## src/rtl/cp15Pkg.sv

```systemverilog
`default_nettype none

package cp15Pkg;

  // MCR / MRC register transfer layout
  typedef struct packed {
    logic [3:0] cond;
    logic [3:0] classBits;
    logic [2:0] opc1;
    // High for MRC (coprocessor to core)
    logic       load;
    logic [3:0] crn;
    logic [3:0] rd;
    logic [3:0] cpNum;
    logic [2:0] opc2;
    // Always set for a register transfer
    logic       one;
    logic [3:0] crm;
  } regXfer_s;

  // CDP data operation layout
  typedef struct packed {
    logic [3:0] cond;
    logic [3:0] classBits;
    logic [3:0] opc1;
    logic [3:0] crn;
    logic [3:0] crd;
    logic [3:0] cpNum;
    logic [2:0] opc2;
    // Clear for a data operation
    logic       zero;
    logic [3:0] crm;
  } dataOp_s;

  // One coprocessor word seen through both formats
  typedef union packed {
    regXfer_s regXfer;
    dataOp_s  dataOp;
  } cpWord_u;

  // Class bits shared by all coprocessor words
  localparam logic [3:0] CLASS_COPROC = 4'b1110;
  localparam logic [3:0] CP_NUM_SYS   = 4'd15;

  // Operation classes carried down the pipe
  localparam logic [2:0] OP_NONE  = 3'd0;
  localparam logic [2:0] OP_READ  = 3'd1;
  localparam logic [2:0] OP_WRITE = 3'd2;
  localparam logic [2:0] OP_MAINT = 3'd3;
  localparam logic [2:0] OP_UNDEF = 3'd4;

  // Register indices, same as the crn field
  localparam logic [3:0] REG_ID     = 4'd0;
  localparam logic [3:0] REG_CTRL   = 4'd1;
  localparam logic [3:0] REG_TBASE  = 4'd2;
  localparam logic [3:0] REG_DOMAIN = 4'd3;
  localparam logic [3:0] REG_FSR    = 4'd5;
  localparam logic [3:0] REG_FAR    = 4'd6;
  localparam logic [3:0] REG_CACHE  = 4'd7;
  localparam logic [3:0] REG_TLB    = 4'd8;

  // Cache and TLB maintenance codes
  localparam logic [2:0] MNT_NONE     = 3'd0;
  localparam logic [2:0] MNT_FLUSH_I  = 3'd1;
  localparam logic [2:0] MNT_FLUSH_D  = 3'd2;
  localparam logic [2:0] MNT_FLUSH_ID = 3'd3;
  localparam logic [2:0] MNT_CLEAN_D  = 3'd4;
  localparam logic [2:0] MNT_TLB_I    = 3'd5;
  localparam logic [2:0] MNT_TLB_D    = 3'd6;
  localparam logic [2:0] MNT_TLB_ID   = 3'd7;

  // Fixed identification word for c0
  localparam logic [31:0] ID_CODE = 32'h4101_A150;

  // Writable control bits: M A C W, B S R, I V
  localparam logic [31:0] CTRL_WMASK = 32'h0000_338F;

  // Translation base is 16 KB aligned
  localparam logic [31:0] TBASE_MASK = 32'hFFFF_C000;

  localparam int FSR_W = 8;

endpackage

`default_nettype wire

```

## src/rtl/cp15Decode.sv

```systemverilog
`timescale 1ns/1ns
`default_nettype none

module cp15Decode
  import cp15Pkg::*;
(
  input  logic        clk,
  input  logic        rst,
  input  logic        cpEn,
  input  cpWord_u     cpInstr,
  input  logic [31:0] wrData,
  output logic [2:0]  opClass,
  output logic [3:0]  regIdx,
  output logic [2:0]  maintOp,
  output logic [31:0] opData
);

  logic       isCoproc;
  logic       isSysCp;
  logic       isCdp;
  logic       badOpc1;
  logic       regMapped;
  logic       isMaintReg;
  logic [2:0] crmMaint;
  logic [2:0] nextClass;
  logic [2:0] nextMaint;

  // Format checks through the CDP view
  assign isCoproc = (cpInstr.dataOp.classBits == CLASS_COPROC);
  assign isCdp    = ~cpInstr.dataOp.zero;

  // Field checks through the MCR/MRC view
  assign isSysCp  = (cpInstr.regXfer.cpNum == CP_NUM_SYS);
  assign badOpc1  = (cpInstr.regXfer.opc1 != 3'd0);

  assign regMapped = cpInstr.regXfer.crn inside {REG_ID, REG_CTRL, REG_TBASE, REG_DOMAIN,
                                                 REG_FSR, REG_FAR, REG_CACHE, REG_TLB};

  // c7 and c8 carry operations, not storage
  assign isMaintReg = (cpInstr.regXfer.crn == REG_CACHE) ||
                      (cpInstr.regXfer.crn == REG_TLB);

  // crm selects the maintenance action
  always_comb begin
    crmMaint = MNT_NONE;
    if (cpInstr.regXfer.crn == REG_CACHE) begin
      case (cpInstr.regXfer.crm)
        4'd5:    crmMaint = MNT_FLUSH_I;
        4'd6:    crmMaint = MNT_FLUSH_D;
        4'd7:    crmMaint = MNT_FLUSH_ID;
        4'd10:   crmMaint = MNT_CLEAN_D;
        default: crmMaint = MNT_NONE;
      endcase
    end else if (cpInstr.regXfer.crn == REG_TLB) begin
      case (cpInstr.regXfer.crm)
        4'd5:    crmMaint = MNT_TLB_I;
        4'd6:    crmMaint = MNT_TLB_D;
        4'd7:    crmMaint = MNT_TLB_ID;
        default: crmMaint = MNT_NONE;
      endcase
    end
  end

  // Classification, undefined unless every check passes
  always_comb begin
    nextClass = OP_NONE;
    nextMaint = MNT_NONE;
    if (cpEn) begin
      if (!isCoproc || !isSysCp || isCdp || badOpc1 || !regMapped) begin
        nextClass = OP_UNDEF;
      end else if (cpInstr.regXfer.load) begin
        // MRC, nothing to read back from c7 or c8
        nextClass = isMaintReg ? OP_UNDEF : OP_READ;
      end else if (cpInstr.regXfer.crn == REG_ID) begin
        // ID register is read only
        nextClass = OP_UNDEF;
      end else if (isMaintReg) begin
        if (crmMaint == MNT_NONE) begin
          nextClass = OP_UNDEF;
        end else begin
          nextClass = OP_MAINT;
          nextMaint = crmMaint;
        end
      end else begin
        nextClass = OP_WRITE;
      end
    end
  end

  // Stage register, control part
  always_ff @(posedge clk) begin
    if (rst) begin
      opClass <= OP_NONE;
      maintOp <= MNT_NONE;
    end else begin
      opClass <= nextClass;
      maintOp <= nextMaint;
    end
  end

  // Payload travels alongside
  always_ff @(posedge clk) begin
    regIdx <= cpInstr.regXfer.crn;
    opData <= wrData;
  end

  // A maintenance code only rides with a maintenance class
  assert property (@(posedge clk) disable iff (rst)
    (opClass != OP_MAINT) |-> (maintOp == MNT_NONE));

endmodule

`default_nettype wire

```

## src/rtl/cp15Execute.sv

```systemverilog
`timescale 1ns/1ns
`default_nettype none

module cp15Execute
  import cp15Pkg::*;
(
  input  logic        clk,
  input  logic        rst,
  input  logic [2:0]  opClass,
  input  logic [3:0]  regIdx,
  input  logic [2:0]  maintOp,
  input  logic [31:0] opData,
  input  logic        mmuFault,
  input  logic [7:0]  faultStatus,
  input  logic [31:0] faultAddr,
  output logic [31:0] control,
  output logic [31:0] tbase,
  output logic [31:0] domain,
  output logic [2:0]  exClass,
  output logic [2:0]  exMaint,
  output logic [31:0] exData
);

  // Fault records kept inside the coprocessor
  logic [FSR_W-1:0] fsr;
  logic [31:0]      far;

  logic             isWrite;
  logic [31:0]      readMux;

  assign isWrite = (opClass == OP_WRITE);

  // Read path sees the registers before this edge's write
  always_comb begin
    case (regIdx)
      REG_ID:     readMux = ID_CODE;
      REG_CTRL:   readMux = control;
      REG_TBASE:  readMux = tbase;
      REG_DOMAIN: readMux = domain;
      REG_FSR:    readMux = {{(32 - FSR_W){1'b0}}, fsr};
      REG_FAR:    readMux = far;
      default:    readMux = 32'd0;
    endcase
  end

  // Control, translation base and domain
  always_ff @(posedge clk) begin
    if (rst) begin
      control <= 32'd0;
      tbase   <= 32'd0;
      domain  <= 32'd0;
    end else if (isWrite) begin
      case (regIdx)
        // Unused control bits stay zero
        REG_CTRL:   control <= opData & CTRL_WMASK;
        REG_TBASE:  tbase   <= opData & TBASE_MASK;
        REG_DOMAIN: domain  <= opData;
        default: begin
          control <= control;
        end
      endcase
    end
  end

  // Fault status and address
  always_ff @(posedge clk) begin
    if (rst) begin
      fsr <= '0;
      far <= 32'd0;
    end else begin
      // MMU record lands first
      if (mmuFault) begin
        fsr <= faultStatus;
        far <= faultAddr;
      end
      // Core write to the same register overrides it
      if (isWrite && (regIdx == REG_FSR)) begin
        fsr <= opData[FSR_W-1:0];
      end
      if (isWrite && (regIdx == REG_FAR)) begin
        far <= opData;
      end
    end
  end

  // Stage register toward the result stage
  always_ff @(posedge clk) begin
    if (rst) begin
      exClass <= OP_NONE;
      exMaint <= MNT_NONE;
    end else begin
      exClass <= opClass;
      exMaint <= maintOp;
    end
  end

  // Read data only matters for reads
  always_ff @(posedge clk) begin
    exData <= readMux;
  end

  // Decode must have rejected writes to the ID register
  assert property (@(posedge clk) disable iff (rst)
    isWrite |-> (regIdx != REG_ID));

endmodule

`default_nettype wire

```

## src/rtl/cp15Result.sv

```systemverilog
`timescale 1ns/1ns
`default_nettype none

module cp15Result
  import cp15Pkg::*;
(
  input  logic        clk,
  input  logic        rst,
  input  logic [2:0]  exClass,
  input  logic [2:0]  exMaint,
  input  logic [31:0] exData,
  output logic [31:0] rdData,
  output logic        rdValid,
  output logic        undef,
  output logic        flushI,
  output logic        flushD,
  output logic        cleanD,
  output logic        tlbFlushI,
  output logic        tlbFlushD
);

  logic       isMaint;
  // Pulse set, order is flushI flushD cleanD tlbFlushI tlbFlushD
  logic [4:0] pulseNext;

  assign isMaint = (exClass == OP_MAINT);

  // Expand each code, "both" codes set two bits
  always_comb begin
    pulseNext = 5'b00000;
    if (isMaint) begin
      case (exMaint)
        MNT_FLUSH_I:  pulseNext = 5'b10000;
        MNT_FLUSH_D:  pulseNext = 5'b01000;
        MNT_FLUSH_ID: pulseNext = 5'b11000;
        MNT_CLEAN_D:  pulseNext = 5'b00100;
        MNT_TLB_I:    pulseNext = 5'b00010;
        MNT_TLB_D:    pulseNext = 5'b00001;
        MNT_TLB_ID:   pulseNext = 5'b00011;
        default:      pulseNext = 5'b00000;
      endcase
    end
  end

  // Strobes and pulses, high for one cycle only
  always_ff @(posedge clk) begin
    if (rst) begin
      rdValid   <= 1'b0;
      undef     <= 1'b0;
      flushI    <= 1'b0;
      flushD    <= 1'b0;
      cleanD    <= 1'b0;
      tlbFlushI <= 1'b0;
      tlbFlushD <= 1'b0;
    end else begin
      rdValid   <= (exClass == OP_READ);
      undef     <= (exClass == OP_UNDEF);
      flushI    <= pulseNext[4];
      flushD    <= pulseNext[3];
      cleanD    <= pulseNext[2];
      tlbFlushI <= pulseNext[1];
      tlbFlushD <= pulseNext[0];
    end
  end

  // Qualified by rdValid
  always_ff @(posedge clk) begin
    rdData <= exData;
  end

  // A word is either read or rejected, never both
  assert property (@(posedge clk) disable iff (rst)
    !(rdValid && undef));

endmodule

`default_nettype wire

```

## src/rtl/cp15Top.sv

```systemverilog
`timescale 1ns/1ns
`default_nettype none

module cp15Top
  import cp15Pkg::*;
(
  input  logic        clk,
  input  logic        rst,
  // Core side, from the memory stage
  input  logic        cpEn,
  input  cpWord_u     cpInstr,
  input  logic [31:0] wrData,
  // MMU fault record
  input  logic        mmuFault,
  input  logic [7:0]  faultStatus,
  input  logic [31:0] faultAddr,
  // Read result
  output logic [31:0] rdData,
  output logic        rdValid,
  output logic        undef,
  // Cache and TLB maintenance pulses
  output logic        flushI,
  output logic        flushD,
  output logic        cleanD,
  output logic        tlbFlushI,
  output logic        tlbFlushD,
  // Levels toward the caches and MMU
  output logic [31:0] control,
  output logic [31:0] tbase,
  output logic [31:0] domain
);

  // Decode to execute
  logic [2:0]  opClass;
  logic [3:0]  regIdx;
  logic [2:0]  maintOp;
  logic [31:0] opData;

  // Execute to result
  logic [2:0]  exClass;
  logic [2:0]  exMaint;
  logic [31:0] exData;

  cp15Decode decode (.clk(clk), .rst(rst), .cpEn(cpEn), .cpInstr(cpInstr), .wrData(wrData),
                     .opClass(opClass), .regIdx(regIdx), .maintOp(maintOp),
                     .opData(opData));

  cp15Execute execute (.clk(clk), .rst(rst), .opClass(opClass), .regIdx(regIdx),
                       .maintOp(maintOp), .opData(opData), .mmuFault(mmuFault),
                       .faultStatus(faultStatus), .faultAddr(faultAddr),
                       .control(control), .tbase(tbase), .domain(domain),
                       .exClass(exClass), .exMaint(exMaint), .exData(exData));

  cp15Result result (.clk(clk), .rst(rst), .exClass(exClass), .exMaint(exMaint),
                     .exData(exData), .rdData(rdData), .rdValid(rdValid), .undef(undef),
                     .flushI(flushI), .flushD(flushD), .cleanD(cleanD),
                     .tlbFlushI(tlbFlushI), .tlbFlushD(tlbFlushD));

endmodule

`default_nettype wire

```

## config.mk

```make
export PLATFORM = sky130hd
export DESIGN_NAME = cp15Top
export DESIGN_NICKNAME = d
export VERILOG_FILES = /design/src/rtl/cp15Pkg.sv /design/src/rtl/cp15Decode.sv /design/src/rtl/cp15Execute.sv /design/src/rtl/cp15Result.sv /design/src/rtl/cp15Top.sv
export SDC_FILE = /design/constraint.sdc
export NUM_CORES = 1
export LEC_CHECK = 0
export BUFFER_PORTS_ARGS = -buffer_cell sky130_fd_sc_hd__buf_2
export CAP_MARGIN = 20
export CORE_MARGIN = 4
export CORE_UTILIZATION = 52
export CTS_BUF_LIST = sky130_fd_sc_hd__clkbuf_2
export DETAILED_ROUTE_END_ITERATION = 7
export HOLD_SLACK_MARGIN = 0.02
export PLACE_DENSITY_LB_ADDON = 0.15
export SLEW_MARGIN = 20
export SYNTH_ARGS = -nofsm -noshare
export SYNTH_HDL_FRONTEND = slang
export SYNTH_SLANG_ARGS = --single-unit
```

## constraint.sdc

```tcl
create_clock -name clk -period 1.9 [get_ports clk]
set_clock_uncertainty 0.05 [all_clocks]
set_input_delay 0.19 -clock clk [delete_from_list [all_inputs] [get_ports clk]]
set_output_delay 0.19 -clock clk [all_outputs]
set_load 0.02 [all_outputs]
```

==> reports/qor.yml <==
status: "finished with violations"
violations: "hold timing, setup timing"
final_cell_mix: "dfxtp_1, buf_2, nand2_1, dlygate4sd3_1, clkbuf_2"
vias: 6887
synth-seq-cells: 218
worst_setup_path_start_kind: "input pin"
worstPathRequired_ns: 2.52
wl_mm: 22.09
cts.hold.buffers_added: 134
ctsHtreeMaxLevel: 2
grt_pass1_vias: 7137
clkLatencyLatePin_ns: 0.75
worst-endpoint-arrival_ns: 2.52
dpl-instance-area_sq_um: 8581
fmax_ghz: 0.5253
leakage_nw: 4.789
post-place-ws_ns: 0.1711
path_class: "in2reg"
finalSetupTns_ns: -0.003759
cp_max_fo: 5
yosysWarnings: 0
grt_first_pass_wirelength_mm: 34.14
met2_length_mm: 11.32
wl_met1_mm: 8.423
postCtsSetupBuffers: 0
ant_nets: 0
clk_path_buf_depth: 3
ys_types: 46
synth_edf_count: 0
num_io_pins: 243
maxCapViolCount: 0
slew_violations: 0
dr.max_layer_used: "met4"
syn-cell-area_sq_um: 7468
combPwrFrac: 0.084
ir_drop_mv: 0.3984
cts_tree: "yes"
drc: 0
p_seq_frac: 0.569
slew_headroom: 0.5970
async_flop_share: 0
io_buffers: 194
internal-power_mw: 6.197
final_common_cell: "dfxtp_1"
crit_start: "cpInstr[16]"
drt_first_iter_violations: 489
grt_max_degree: 59
finalHoldViolations: 2
die_y_microns: 127.8
num_rows: 43
min_period_ns: 1.904
p_switching_mw: 2.164
whs_ns: -0.1260
finalInstanceArea_sq_um: 10370
nNetsFinal: 1213
crit_path_end: "decode.maintOp[0]"
pwr-share-clk: 0.347
setup_violations: 1
switching_share: 0.2588
viasPerCell: 5.213
die_x_microns: 127.8
clkSlewWorstSetupHoldPaths_ns: 0.10
worstMarginPinSlew_ns: 0.6044
rrSetupSlack_ns: 0.13
drive_above_1_share: 0.2693
numCtsBuffers: 52
cts.sinks: 218
rr_worst_depth: 6
overflow: 0
hpwl_mm: 13.09
r2r-end: "execute.domain[11]"
drt_first_pass_iters: 6
core_area_sq_um: 13990
synthCells: 751
power_density_nw_per_um2: 806.6
area_growth_pct: 38.80
yosysSeqAreaShare: 0.5844
antenna_found_initial: 1
fin_crit_sh: 1.002
die_area_sq_um: 16340
wl_met3_mm: 1.652
gp_congestion: 0.8876
wl_per_cell_microns: 16.72
cp-end-kind: "register"
root_buffer: "clkbuf_2"
start_util: 0.5339
gr-usage-all-layers: 0.2590
finalWorstSetupSlack_ns: -0.003759
synth.avg_cell_area_sq_um: 9.945
r2r-start: "decode.regIdx[3]"
rsz0062_at_grt: "yes"
hold_path_class: "in2reg"
ys.flop_type: "dfxtp_1"
[metrics by stage]
step           power, mW    util  std cells
2_1_floorplan      5.182       -        787
3_3_place_gp       5.311  0.6134       1100
3_5_place_dp       5.330  0.6134       1100
4_1_cts            8.414  0.7414       1323
5_1_grt            8.758  0.7411       1321
6_report           8.361  0.7411       1321
[critical path, cell delays in order]
cell and delay [ns]:
dlygate4sd3_1 0.52, buf_2 0.15, or3_4 0.38, a2111oi_4 0.37
nand3_2 0.18, nor3_1 0.15, dlygate4sd3_1 0.57
[worst min-delay path by stage]
| stage | startpoint | end | slack, ns | depth (start not counted) |
|---|---|---|---|---|
| CTS | cpInstr[16] | decode.regIdx[0] | 0.02 | 2 |
| global placement | wrData[14] | decode.opData[14] | 0.24 | 1 |
| floorplan | wrData[0] | decode.opData[0] | 0.17 | 0 |
| global route | cpInstr[23] | decode.opClass[1] | -0.17 | 5 |
| finish | cpInstr[23] | decode.maintOp[1] | -0.13 | 5 |
| detailed placement | wrData[3] | decode.opData[3] | 0.24 | 1 |
[power by group through the flow]
stage | clock [mW] | combinational, mW | sequential [mW]
floorplan | 0 | 0.329 | 4.85
global route | 3.23 | 0.750 | 4.77
finish | 2.90 | 0.703 | 4.76
detailed placement | 0 | 0.469 | 4.86
global placement | 0 | 0.457 | 4.85
CTS | 2.98 | 0.681 | 4.76
[routing by layer]
layer  global-route usage  vias to the layer above
li1                     -                     3251
met1               0.2984                     3237
met2               0.4547                      334
met3              0.05375                       65
met4               0.1298                        0
met5                    0                        -
[cell usage after synthesis, types with 16 or more instances]
| cell type | n | area share |
|---|---|---|
| a22oi_1 | 18 | 0.018 |
| nor2_1 | 46 | 0.023 |
| a222oi_1 | 16 | 0.021 |
| mux2i_1 | 40 | 0.054 |
| dfxtp_1 | 218 | 0.58 |
| a21oi_1 | 64 | 0.043 |
| buf_4 | 40 | 0.040 |
| buf_2 | 18 | 0.012 |
| nand2_1 | 130 | 0.065 |
| clkbuf_1 | 24 | 0.012 |
| inv_1 | 21 | 0.011 |
| a211oi_1 | 40 | 0.040 |
[flip-flops by register name (all words and copies together), names as in the netlist]
register and cells:
result.tlbFlushD 1, result.undef 1, decode.maintOp 3, result.tlbFlushI 1, decode.regIdx 4, decode.opClass 3
result.flushI 1, execute.exClass 3, execute.tbase 18, execute.exData 32, execute.domain 32, execute.fsr 8
result.rdValid 1, decode.opData 32, result.cleanD 1, result.rdData 32, execute.far 32, execute.control 9
execute.exMaint 3, result.flushD 1
[cell type report]
| class | count | area (sq um) |
|---|---|---|
| clock inverters | 18 | 93.84 |
| clock buffers | 71 | 355.3 |
| repair buffers | 349 | 2550 |
| inverters | 21 | 78.83 |
| flip-flops and latches | 218 | 4364 |
| diodes | 1 | 2.502 |
| well taps | 180 | 225.2 |
| multi-input cells | 463 | 2696 |
| fillers | 1017 | 3622 |
[cells by family (layout without fill, tap and decap cells)]
group,count (synthesis),after routing,synth area share
AO/OA/AOI/OAI,159,159,0.1444
buffers and inverters,106,459,0.07640
flip-flops,218,218,0.5844
multiplexers,40,40,0.05361
other,1,38,0.0005021
AND/OR/NAND/NOR,227,227,0.1407
[repair_timing]
action,CTS,global route
gates resized for setup,0,6
hold endpoints to repair,115,2
endpoints found under the setup margin,0,5
No activity file was read; power rests on OpenSTA's default activity.
